## config.mk

```make
export PLATFORM = sky130hd
export DESIGN_NAME = tank_field_top
export DESIGN_NICKNAME = d
export VERILOG_FILES = /design/src/design/tank_field_pkg.sv /design/src/design/game_tick_gen.sv /design/src/design/enemy_tank.sv /design/src/design/enemy_shell.sv /design/src/design/field_apb_regs.sv /design/src/design/tank_field_top.sv
export SDC_FILE = /design/constraint.sdc
export NUM_CORES = 1
export LEC_CHECK = 0
export BUFFER_PORTS_ARGS = -buffer_cell sky130_fd_sc_hd__buf_2
export CORE_MARGIN = 1.5
export CORE_UTILIZATION = 40
export CTS_CLUSTER_SIZE = 24
export DETAILED_ROUTE_END_ITERATION = 8
export PLACE_DENSITY = 0.7
export SLEW_MARGIN = 20
export SYNTH_ARGS = -nofsm -noshare
export SYNTH_HDL_FRONTEND = slang
export SYNTH_SLANG_ARGS = --single-unit
export TNS_END_PERCENT = 5
```

## constraint.sdc

```tcl
create_clock -name clk -period 5.7 [get_ports clk]
set_input_delay 0.57 -clock clk [delete_from_list [all_inputs] [get_ports clk]]
set_output_delay 0.57 -clock clk [all_outputs]
set_load 0.01 [all_outputs]
```

## src/design/tank_field_pkg.sv

```systemverilog
/*
 * shared types for the tank field core
 * grid and score widths, facing direction, apb offsets and field positions
 */
`default_nettype none

package tank_field_pkg;

	// ------------------------------
	// widths
	// ------------------------------
	localparam int coord_w = 5;	// one grid coordinate
	localparam int score_w = 8;	// kill score and player hit counter

	// ------------------------------
	// facing
	// ------------------------------
	// up decreases y, down increases y
	typedef enum logic [1:0]
	{
		dir_up    = 2'd0,
		dir_down  = 2'd1,
		dir_left  = 2'd2,
		dir_right = 2'd3
	} dir_e;

	// ------------------------------
	// apb word offsets
	// ------------------------------
	typedef enum logic [4:0]
	{
		reg_ctrl   = 5'h00,	// enable, spawn_en, spawn_corner
		reg_player = 5'h04,	// player cell
		reg_pshell = 5'h08,	// player shell valid and cell
		reg_enemy  = 5'h0C,	// read only enemy status
		reg_score  = 5'h10	// read only score and hits
	} reg_addr_e;

	// bit positions inside the register words
	localparam int ctrl_enable_bit  = 0;
	localparam int ctrl_spawn_bit   = 1;
	localparam int ctrl_corner_lsb  = 2;	// two bits
	localparam int pos_x_lsb        = 0;	// x field of any cell word
	localparam int pos_y_lsb        = 8;	// y field of any cell word
	localparam int pshell_valid_bit = 16;
	localparam int enemy_dir_lsb    = 16;	// two bits
	localparam int enemy_alive_bit  = 24;
	localparam int hits_lsb         = 8;	// score sits at bit 0

endpackage

`default_nettype wire

```

## src/design/game_tick_gen.sv

```systemverilog
/*
 * move and shell tick enables derived from clk
 */
`timescale 1ns/100ps
`default_nettype none

module game_tick_gen #(
	parameter int move_div  = 16,	// clk cycles per move tick
	parameter int shell_div = 8	// clk cycles per shell tick
) (
	input  logic clk,
	input  logic rst_n,
	input  logic enable,
	output logic move_tick,
	output logic shell_tick
);

	localparam int max_div = (move_div > shell_div) ? move_div : shell_div;
	localparam int cnt_w   = $clog2(max_div + 1);

	logic [1:0] ticks;	// [0] move, [1] shell

	for (genvar i = 0; i < 2; i++)
	begin : g_div
		localparam int div_i = (i == 0) ? move_div : shell_div;
		localparam logic [cnt_w-1:0] last = cnt_w'(div_i - 1);

		logic [cnt_w-1:0] cnt;	// free running period counter

		always_ff @(posedge clk or negedge rst_n)
		begin
			if (!rst_n)
				cnt <= '0;
			else if (!enable)
				cnt <= '0;	// game paused, restart period
			else if (cnt == last)
				cnt <= '0;	// wrap
			else
				cnt <= cnt + 1'b1;
		end

		assign ticks[i] = enable && (cnt == last);	// last count of the period

		// a tick is a single cycle strobe
		a_tick_single: assert property (@(posedge clk) disable iff (!rst_n)
			ticks[i] |=> !ticks[i]);
	end

	assign move_tick  = ticks[0];
	assign shell_tick = ticks[1];

endmodule

`default_nettype wire

```

## src/design/enemy_tank.sv

```systemverilog
/*
 * enemy tank: aim stage, corner spawn, one cell pursuit per move tick
 * hit detection against player and player shell, kill score, fire request
 */
`timescale 1ns/100ps
`default_nettype none

module enemy_tank
	import tank_field_pkg::*;
#(
	parameter int field_w = 17,	// grid columns
	parameter int field_h = 21	// grid rows
) (
	input  logic               clk,
	input  logic               rst_n,
	input  logic               enable,
	input  logic               move_tick,
	input  logic               spawn_en,
	input  logic [1:0]         spawn_corner,	// bit0 right edge, bit1 bottom edge
	input  logic [coord_w-1:0] player_x,
	input  logic [coord_w-1:0] player_y,
	input  logic               pshell_valid,
	input  logic [coord_w-1:0] pshell_x,
	input  logic [coord_w-1:0] pshell_y,
	output logic               enemy_alive,
	output logic [coord_w-1:0] enemy_x,
	output logic [coord_w-1:0] enemy_y,
	output dir_e               enemy_dir,
	output logic               fire_req,
	output logic [score_w-1:0] score
);

	localparam logic [coord_w-1:0] x_max = coord_w'(field_w - 1);
	localparam logic [coord_w-1:0] y_max = coord_w'(field_h - 1);

	// aim stage
	logic [coord_w-1:0] h_dis;	// horizontal distance
	logic [coord_w-1:0] v_dis;	// vertical distance
	logic               player_right;	// player x above ours
	logic               player_below;	// player y above ours
	logic               eql;	// same cell

	// step decision
	logic level;	// in line on exactly one axis
	logic go_vert;
	dir_e step_dir;
	logic can_step;	// step stays on the grid
	logic hit;

	// same cell or one of the four neighbours
	function automatic logic near(
		input logic [coord_w-1:0] ax,
		input logic [coord_w-1:0] ay,
		input logic [coord_w-1:0] bx,
		input logic [coord_w-1:0] by
	);
		logic [coord_w-1:0] dx;
		logic [coord_w-1:0] dy;
		dx = (ax > bx) ? ax - bx : bx - ax;
		dy = (ay > by) ? ay - by : by - ay;
		return (dx + dy) <= 1;	// 32 bit sum, no wrap
	endfunction

	// ------------------------------
	// aim stage, one clk behind
	// ------------------------------
	always_ff @(posedge clk or negedge rst_n)
	begin
		if (!rst_n)
		begin
			h_dis        <= '0;
			v_dis        <= '0;
			player_right <= 1'b0;
			player_below <= 1'b0;
			eql          <= 1'b0;
		end
		else
		begin
			h_dis        <= (player_x > enemy_x) ? player_x - enemy_x : enemy_x - player_x;
			v_dis        <= (player_y > enemy_y) ? player_y - enemy_y : enemy_y - player_y;
			player_right <= player_x > enemy_x;
			player_below <= player_y > enemy_y;
			eql          <= (player_x == enemy_x) && (player_y == enemy_y);
		end
	end

	// ------------------------------
	// step choice
	// ------------------------------
	always_comb
	begin
		level   = (h_dis == '0) != (v_dis == '0);
		// vertical when level in x, or when v is the smaller distance, tie goes vertical
		go_vert = (h_dis == '0) || ((v_dis != '0) && (v_dis <= h_dis));
		if (go_vert)
			step_dir = player_below ? dir_down : dir_up;
		else
			step_dir = player_right ? dir_right : dir_left;
		case (step_dir)
			dir_up:   can_step = (enemy_y != '0);
			dir_down: can_step = (enemy_y != y_max);
			dir_left: can_step = (enemy_x != '0);
			default:  can_step = (enemy_x != x_max);
		endcase
	end

	// player body or live player shell touching us
	assign hit = near(enemy_x, enemy_y, player_x, player_y) ||
		(pshell_valid && near(enemy_x, enemy_y, pshell_x, pshell_y));

	// shoot along the line when level, same tick as the decision
	assign fire_req = move_tick && enemy_alive && !hit && level;

	// ------------------------------
	// spawn, hit, move
	// ------------------------------
	always_ff @(posedge clk or negedge rst_n)
	begin
		if (!rst_n)
		begin
			enemy_alive <= 1'b0;
			enemy_x     <= '0;
			enemy_y     <= '0;
			enemy_dir   <= dir_up;
			score       <= '0;
		end
		else if (!enable)
		begin
			enemy_alive <= 1'b0;	// idle while paused
			score       <= '0;
		end
		else if (move_tick)
		begin
			if (!enemy_alive)
			begin
				if (spawn_en)
				begin
					enemy_alive <= 1'b1;
					enemy_x     <= spawn_corner[0] ? x_max : '0;
					enemy_y     <= spawn_corner[1] ? y_max : '0;
					enemy_dir   <= spawn_corner[1] ? dir_up : dir_down;	// face the field
				end
			end
			else if (hit)
			begin
				enemy_alive <= 1'b0;	// killed, wins over the step
				score       <= score + 1'b1;
			end
			else if (!eql)
			begin
				enemy_dir <= step_dir;	// turn even when blocked
				if (can_step)
				begin
					case (step_dir)
						dir_up:   enemy_y <= enemy_y - 1'b1;
						dir_down: enemy_y <= enemy_y + 1'b1;
						dir_left: enemy_x <= enemy_x - 1'b1;
						default:  enemy_x <= enemy_x + 1'b1;
					endcase
				end
			end
		end
	end

	// live tank never wanders off the grid
	a_on_grid: assert property (@(posedge clk) disable iff (!rst_n)
		enemy_alive |-> (enemy_x <= x_max) && (enemy_y <= y_max));

endmodule

`default_nettype wire

```

## src/design/enemy_shell.sv

```systemverilog
/*
 * enemy shell FSM: launch on fire request, flight per shell tick
 * border loss and player hit counter
 */
`timescale 1ns/100ps
`default_nettype none

module enemy_shell
	import tank_field_pkg::*;
#(
	parameter int field_w = 17,
	parameter int field_h = 21
) (
	input  logic               clk,
	input  logic               rst_n,
	input  logic               enable,
	input  logic               shell_tick,
	input  logic               fire_req,
	input  logic [coord_w-1:0] enemy_x,
	input  logic [coord_w-1:0] enemy_y,
	input  dir_e               enemy_dir,
	input  logic [coord_w-1:0] player_x,
	input  logic [coord_w-1:0] player_y,
	output logic               shell_busy,
	output logic [score_w-1:0] player_hits
);

	localparam logic [coord_w-1:0] x_max = coord_w'(field_w - 1);
	localparam logic [coord_w-1:0] y_max = coord_w'(field_h - 1);

	typedef enum logic {shell_idle, shell_flying} shell_state_e;

	shell_state_e       state;
	logic [coord_w-1:0] sx;	// current shell cell
	logic [coord_w-1:0] sy;
	dir_e               sdir;	// flight direction, fixed at launch
	logic [coord_w-1:0] nx;	// next cell
	logic [coord_w-1:0] ny;
	logic               off_grid;	// next step leaves the field
	logic               launch;
	logic               on_player;

	assign shell_busy = (state == shell_flying);
	assign launch     = (state == shell_idle) && fire_req;	// requests while busy are lost
	assign on_player  = (nx == player_x) && (ny == player_y);

	always_comb
	begin
		nx       = sx;
		ny       = sy;
		off_grid = 1'b0;
		case (sdir)
			dir_up:
			begin
				off_grid = (sy == '0);
				ny       = sy - 1'b1;
			end
			dir_down:
			begin
				off_grid = (sy == y_max);
				ny       = sy + 1'b1;
			end
			dir_left:
			begin
				off_grid = (sx == '0);
				nx       = sx - 1'b1;
			end
			default:
			begin
				off_grid = (sx == x_max);
				nx       = sx + 1'b1;
			end
		endcase
	end

	// ------------------------------
	// state and hit count
	// ------------------------------
	always_ff @(posedge clk or negedge rst_n)
	begin
		if (!rst_n)
		begin
			state       <= shell_idle;
			player_hits <= '0;
		end
		else if (!enable)
		begin
			state       <= shell_idle;
			player_hits <= '0;
		end
		else if (launch)
			state <= shell_flying;
		else if (shell_busy && shell_tick)
		begin
			if (off_grid)
				state <= shell_idle;	// lost at the border
			else if (on_player)
			begin
				state       <= shell_idle;	// lands on the player
				player_hits <= player_hits + 1'b1;
			end
		end
	end

	// cell and direction, taken from the tank at launch
	always_ff @(posedge clk)
	begin
		if (launch)
		begin
			sx   <= enemy_x;
			sy   <= enemy_y;
			sdir <= enemy_dir;
		end
		else if (shell_busy && shell_tick)
		begin
			sx <= nx;
			sy <= ny;
		end
	end

	// a request during flight leaves the launch direction alone
	a_no_relaunch: assert property (@(posedge clk) disable iff (!rst_n)
		shell_busy && fire_req |=> $stable(sdir));

endmodule

`default_nettype wire

```

## src/design/field_apb_regs.sv

```systemverilog
/*
 * APB3 slave with control, player and player shell registers
 * status readback of enemy, score and player hits
 */
`timescale 1ns/100ps
`default_nettype none

module field_apb_regs
	import tank_field_pkg::*;
#(
	parameter int field_w = 17,
	parameter int field_h = 21
) (
	input  logic               clk,
	input  logic               rst_n,
	input  logic [4:0]         paddr,
	input  logic               psel,
	input  logic               penable,
	input  logic               pwrite,
	input  logic [31:0]        pwdata,
	input  logic               enemy_alive,
	input  dir_e               enemy_dir,
	input  logic [coord_w-1:0] enemy_x,
	input  logic [coord_w-1:0] enemy_y,
	input  logic [score_w-1:0] score,
	input  logic [score_w-1:0] player_hits,
	output logic [31:0]        prdata,
	output logic               pready,
	output logic               pslverr,
	output logic               enable,
	output logic               spawn_en,
	output logic [1:0]         spawn_corner,
	output logic [coord_w-1:0] player_x,
	output logic [coord_w-1:0] player_y,
	output logic               pshell_valid,
	output logic [coord_w-1:0] pshell_x,
	output logic [coord_w-1:0] pshell_y
);

	localparam logic [coord_w-1:0] x_max = coord_w'(field_w - 1);
	localparam logic [coord_w-1:0] y_max = coord_w'(field_h - 1);

	logic               access;	// apb access phase
	logic               wr_en;
	logic               addr_ok;	// mapped offset
	logic               addr_ro;	// status offset
	logic [coord_w-1:0] wr_x;
	logic [coord_w-1:0] wr_y;

	assign access = psel && penable;
	assign pready = 1'b1;	// zero wait states
	assign wr_x   = pwdata[pos_x_lsb +: coord_w];
	assign wr_y   = pwdata[pos_y_lsb +: coord_w];

	// ------------------------------
	// decode and read mux
	// ------------------------------
	always_comb
	begin
		prdata  = '0;
		addr_ok = 1'b1;
		addr_ro = 1'b0;
		case (paddr)
			reg_ctrl:
			begin
				prdata[ctrl_enable_bit]      = enable;
				prdata[ctrl_spawn_bit]       = spawn_en;
				prdata[ctrl_corner_lsb +: 2] = spawn_corner;
			end
			reg_player:
			begin
				prdata[pos_x_lsb +: coord_w] = player_x;
				prdata[pos_y_lsb +: coord_w] = player_y;
			end
			reg_pshell:
			begin
				prdata[pos_x_lsb +: coord_w] = pshell_x;
				prdata[pos_y_lsb +: coord_w] = pshell_y;
				prdata[pshell_valid_bit]     = pshell_valid;
			end
			reg_enemy:
			begin
				addr_ro                      = 1'b1;
				prdata[pos_x_lsb +: coord_w] = enemy_x;
				prdata[pos_y_lsb +: coord_w] = enemy_y;
				prdata[enemy_dir_lsb +: 2]   = enemy_dir;
				prdata[enemy_alive_bit]      = enemy_alive;
			end
			reg_score:
			begin
				addr_ro                     = 1'b1;
				prdata[score_w-1:0]         = score;
				prdata[hits_lsb +: score_w] = player_hits;
			end
			default: addr_ok = 1'b0;	// hole in the map
		endcase
	end

	assign pslverr = access && (!addr_ok || (pwrite && addr_ro));
	assign wr_en   = access && pwrite && !pslverr;	// errored writes change nothing

	// ------------------------------
	// writable fields
	// ------------------------------
	always_ff @(posedge clk or negedge rst_n)
	begin
		if (!rst_n)
		begin
			enable       <= 1'b0;
			spawn_en     <= 1'b0;
			spawn_corner <= 2'd0;
			player_x     <= '0;
			player_y     <= '0;
			pshell_valid <= 1'b0;
			pshell_x     <= '0;
			pshell_y     <= '0;
		end
		else if (wr_en)
		begin
			case (paddr)
				reg_ctrl:
				begin
					enable       <= pwdata[ctrl_enable_bit];
					spawn_en     <= pwdata[ctrl_spawn_bit];
					spawn_corner <= pwdata[ctrl_corner_lsb +: 2];
				end
				reg_player:
				begin
					player_x <= (wr_x > x_max) ? x_max : wr_x;	// clamp to grid
					player_y <= (wr_y > y_max) ? y_max : wr_y;
				end
				reg_pshell:
				begin
					pshell_valid <= pwdata[pshell_valid_bit];
					pshell_x     <= wr_x;
					pshell_y     <= wr_y;
				end
				default: ;
			endcase
		end
	end

	// access phase must follow a setup phase
	a_apb_setup: assert property (@(posedge clk) disable iff (!rst_n)
		$rose(penable) |-> $past(psel));

endmodule

`default_nettype wire

```

## src/design/tank_field_top.sv

```systemverilog
/*
 * tank field core top: register block, tick generator, enemy tank and shell
 */
`timescale 1ns/100ps
`default_nettype none

module tank_field_top
	import tank_field_pkg::*;
#(
	parameter int field_w   = 17,	// grid columns
	parameter int field_h   = 21,	// grid rows
	parameter int move_div  = 16,	// clk per move tick
	parameter int shell_div = 8	// clk per shell tick
) (
	input  logic        clk,
	input  logic        rst_n,
	input  logic [4:0]  paddr,
	input  logic        psel,
	input  logic        penable,
	input  logic        pwrite,
	input  logic [31:0] pwdata,
	output logic [31:0] prdata,
	output logic        pready,
	output logic        pslverr
);

	// control from the register block
	logic               enable;
	logic               spawn_en;
	logic [1:0]         spawn_corner;
	logic [coord_w-1:0] player_x;
	logic [coord_w-1:0] player_y;
	logic               pshell_valid;
	logic [coord_w-1:0] pshell_x;
	logic [coord_w-1:0] pshell_y;

	// game state
	logic               move_tick;
	logic               shell_tick;
	logic               enemy_alive;
	logic [coord_w-1:0] enemy_x;
	logic [coord_w-1:0] enemy_y;
	dir_e               enemy_dir;
	logic               fire_req;
	logic               shell_busy;	// status only, no back-pressure
	logic [score_w-1:0] score;
	logic [score_w-1:0] player_hits;

	field_apb_regs #(.field_w(field_w), .field_h(field_h)) u_regs (
		.clk, .rst_n, .paddr, .psel, .penable, .pwrite, .pwdata,
		.enemy_alive, .enemy_dir, .enemy_x, .enemy_y, .score, .player_hits,
		.prdata, .pready, .pslverr,
		.enable, .spawn_en, .spawn_corner, .player_x, .player_y,
		.pshell_valid, .pshell_x, .pshell_y
	);

	game_tick_gen #(.move_div(move_div), .shell_div(shell_div)) u_ticks (
		.clk, .rst_n, .enable, .move_tick, .shell_tick
	);

	enemy_tank #(.field_w(field_w), .field_h(field_h)) u_tank (
		.clk, .rst_n, .enable, .move_tick, .spawn_en, .spawn_corner,
		.player_x, .player_y, .pshell_valid, .pshell_x, .pshell_y,
		.enemy_alive, .enemy_x, .enemy_y, .enemy_dir, .fire_req, .score
	);

	enemy_shell #(.field_w(field_w), .field_h(field_h)) u_shell (
		.clk, .rst_n, .enable, .shell_tick, .fire_req,
		.enemy_x, .enemy_y, .enemy_dir, .player_x, .player_y,
		.shell_busy, .player_hits
	);

endmodule

`default_nettype wire

```

==> metrics <==
Netlist cell types 86; htree depth 3; average vias per placed instance 5.386; final hold slack 243.6 ps; total number of vias 5882; peak supply drop 128.8 uV; Critical Path Source Type flop; post-placement cell count 1077; PwrDens 164.3 nW/um^2; CTS clk-pin slew, worst paths 60 ps; Required @ worst endpoint 5970 ps; core area 18640 sq um; Ys Warns 0; mean post-synth cell area 9.194 sq um; EDFF count, synth 12; I/O pin cnt 76; Post-DRT Antenna Nets 0; Tot GR Track Use 18.63%; ANT cells 0; DRT Wirelength 17.55 mm; gr ovfl total 0; final setup TNS 0 ps; first-pass GRT wire length 29.22 mm; reg2reg setup slack 760 ps; CP Data Arrival Time 5220 ps; top cell type's share of synthesized area 25.76%; cell taking the most area after synthesis dfrtp_1; Cells after Synth 824; initial drt markers 345; setup ws final 755.9 ps; element type at the critical path end flop; Final Cell Area 8180 sq um; met3 WL post-DR 664 um; Die Y 140.6 um; WL/cell 16.07 um; Root Buffer clkbuf_16; RSZ-0062 raised after global routing no; clk_lat worst skew 360 ps; pin count of the biggest net entering global routing 79; synth-to-layout area growth 7.977%; # resized after CTS 0; DP HPWL 13.53 mm; commonest non-fill, non-tap cell in the layout inv_1; Initial DRT Pass Iterations 5; Final #Nets 979; Post-CTS Setup Repair Bufs 0; Final setup viols 0; Non-Filler Instances 1092; final hold vios 0; Final Critical Period 4944 ps; WL met2 8.295 mm; clk buf depth 2; vias in the first global route 5807; CTS tree done; Setup WS pre-CTS 855.8 ps; slew at the pin closest to its max-slew limit 846.2 ps; status complete, no violations; Hold-fix buffers, CTS 0; slew margin rel. 43.59%; HP Class in -> async; Site Rows 50; Setup Skew 6.236 ps; # clock sinks 90; Die ar. 19770 sq um; register area share after synthesis 30.52%; cts bufs inserted 9; DRT met1 WL 8.273 mm; ys flop type dfrtp_1; Port-buffer cells 40; Slew Limit Fails 0; Mapped Area 7576 sq um; Chip Width 140.6 um; achievable clock frequency 202.3 MHz; WS Path Type reg -> reg; DRC viols 0; final worst-path cycle share 86.74%; Placer Congestion 0.8671; synth top area cells dfrtp_1, ha_1, edfxtp_1, inv_1, fa_1; max cap viols 0; highest routed layer met4; initial core utilization 40.64%; worst-path fanout max 10; leak pwr 3.758 nW; synthesized flop and latch total 90; Placed Area 7916 sq um; antenna violations before repair 0; share of synthesized registers carrying an async set or reset 86.67%; layout cell share with drive strength beyond 1 12.94%; most frequent cells in the layout inv_1, dfrtp_1, nand2_1
==> worst max-delay path: stages (launching register included) <==
cell	delay (ps)
dfrtp_1	520
inv_1	180
ha_1	160
inv_1	60
a21oi_1	150
o21bai_1	100
o21ai_1	460
mux2i_1	310
mux2_2	360
a311oi_1	350
ha_1	300
nor4b_1	340
nand3_1	160
o221ai_1	380
nor3_1	140
a31oi_1	610
a31oi_1	80
o22ai_1	190
==> registers in the layout, summed over array words and instances, names as in the netlist, 2 cells and up <==
signal and cells:
u_regs.player_y 5, u_ticks.g_div.cnt 10, u_shell.sx 5, u_regs.spawn_corner 2
u_tank.enemy_y 5, u_regs.pshell_y 5, u_regs.pshell_x 5, u_shell.sdir 2
u_tank.h_dis 5, u_tank.v_dis 5, u_tank.enemy_dir 2, u_shell.sy 5
u_tank.score 8, u_regs.player_x 5, u_tank.enemy_x 5, u_shell.player_hits 8
==> where the power goes <==
group,switching (mW),internal [mW],total (mW)
Combinational,0.0827,0.0503,0.133
Clock,0.249,0.299,0.547
Sequential,0.00702,0.656,0.663
Total,0.338,1.01,1.34
==> area by class of cell <==
type,count,area [sq um]
Inverter,82,307.8
Multi-Input combinational cell,624,4748
Clock buffer,10,239.0
Fill cell,1850,10460
Timing Repair Buffer,47,259.0
Clock inverter,5,21.27
Sequential cell,90,2312
Tap cell,234,292.8
==> final timing paths <==
| path | start | endpoint | cells after the start |
|---|---|---|---|
| setup / recovery | u_tank.enemy_x[0]$_DFFE_PN0P_ | u_tank.enemy_y[4]$_DFFE_PN0P_ | 17 |
| hold / removal | rst_n | u_tank.score[1]$_DFFE_PN0P_ | 1 |
| setup reg to reg | u_tank.enemy_x[0]$_DFFE_PN0P_ | u_tank.enemy_y[4]$_DFFE_PN0P_ | 17 |
| hold reg to reg | u_ticks.g_div[0].cnt[0]$_DFF_PN0_ | u_ticks.g_div[0].cnt[0]$_DFF_PN0_ | 1 |
| max in group asynchronous | rst_n | u_shell.player_hits[3]$_DFFE_PN0P_ | 1 |
| min in group clk | pwdata[8] | u_regs.pshell_y[0]$_DFFE_PN0P_ | 3 |
==> per-stage QoR <==
stage	utilization, %	power (mW)
after global placement	42.46	0.8044
after CTS	43.86	1.356
final	43.88	1.344
after floorplan	-	0.7686
after detailed placement	42.46	0.8080
after global routing	43.88	1.402
==> metal layers <==
metal,global-route usage (%),vias to the layer above
met5,0,-
met2,31.24,107
li1,-,2927
met4,6.086,0
met3,2.785,18
met1,24.73,2830
==> cells in the mapped netlist (4+ instances only) <==
master and instances:
o21ai_0 48, nand2b_1 13, o221ai_1 5, and2_1 19
a21boi_0 7, o21ai_1 4, edfxtp_1 12, dfrtp_1 78
nand3b_1 6, xnor2_1 28, o211ai_1 4, o311ai_1 4
and3_1 10, inv_1 81, ha_1 69, mux2i_1 24
a22oi_1 6, a211oi_1 5, or3_1 6, a21o_1 9
o31ai_1 8, xor2_1 14, a31oi_1 7, mux2_2 23
nand2_1 74, buf_4 17, buf_2 4, nor2b_1 15
clkbuf_1 15, nor4_1 7, nor2_1 42, nand4_1 5
nor3b_1 5, nand3_1 18, nor3_1 7, fa_1 14
a21oi_1 37
==> cells by family after synthesis <==
group | after synthesis | share of synthesized area (%)
AO/OA/AOI/OAI | 175 | 15.51
XOR/XNOR | 42 | 4.856
adder cells (fa/ha/maj) | 83 | 15.10
buffers and inverters | 122 | 7.399
flip-flops | 90 | 30.52
multiplexers | 53 | 7.878
other | 2 | 0.09913
AND/OR/NAND/NOR | 257 | 18.65
No activity file was read; power rests on OpenSTA's default activity.
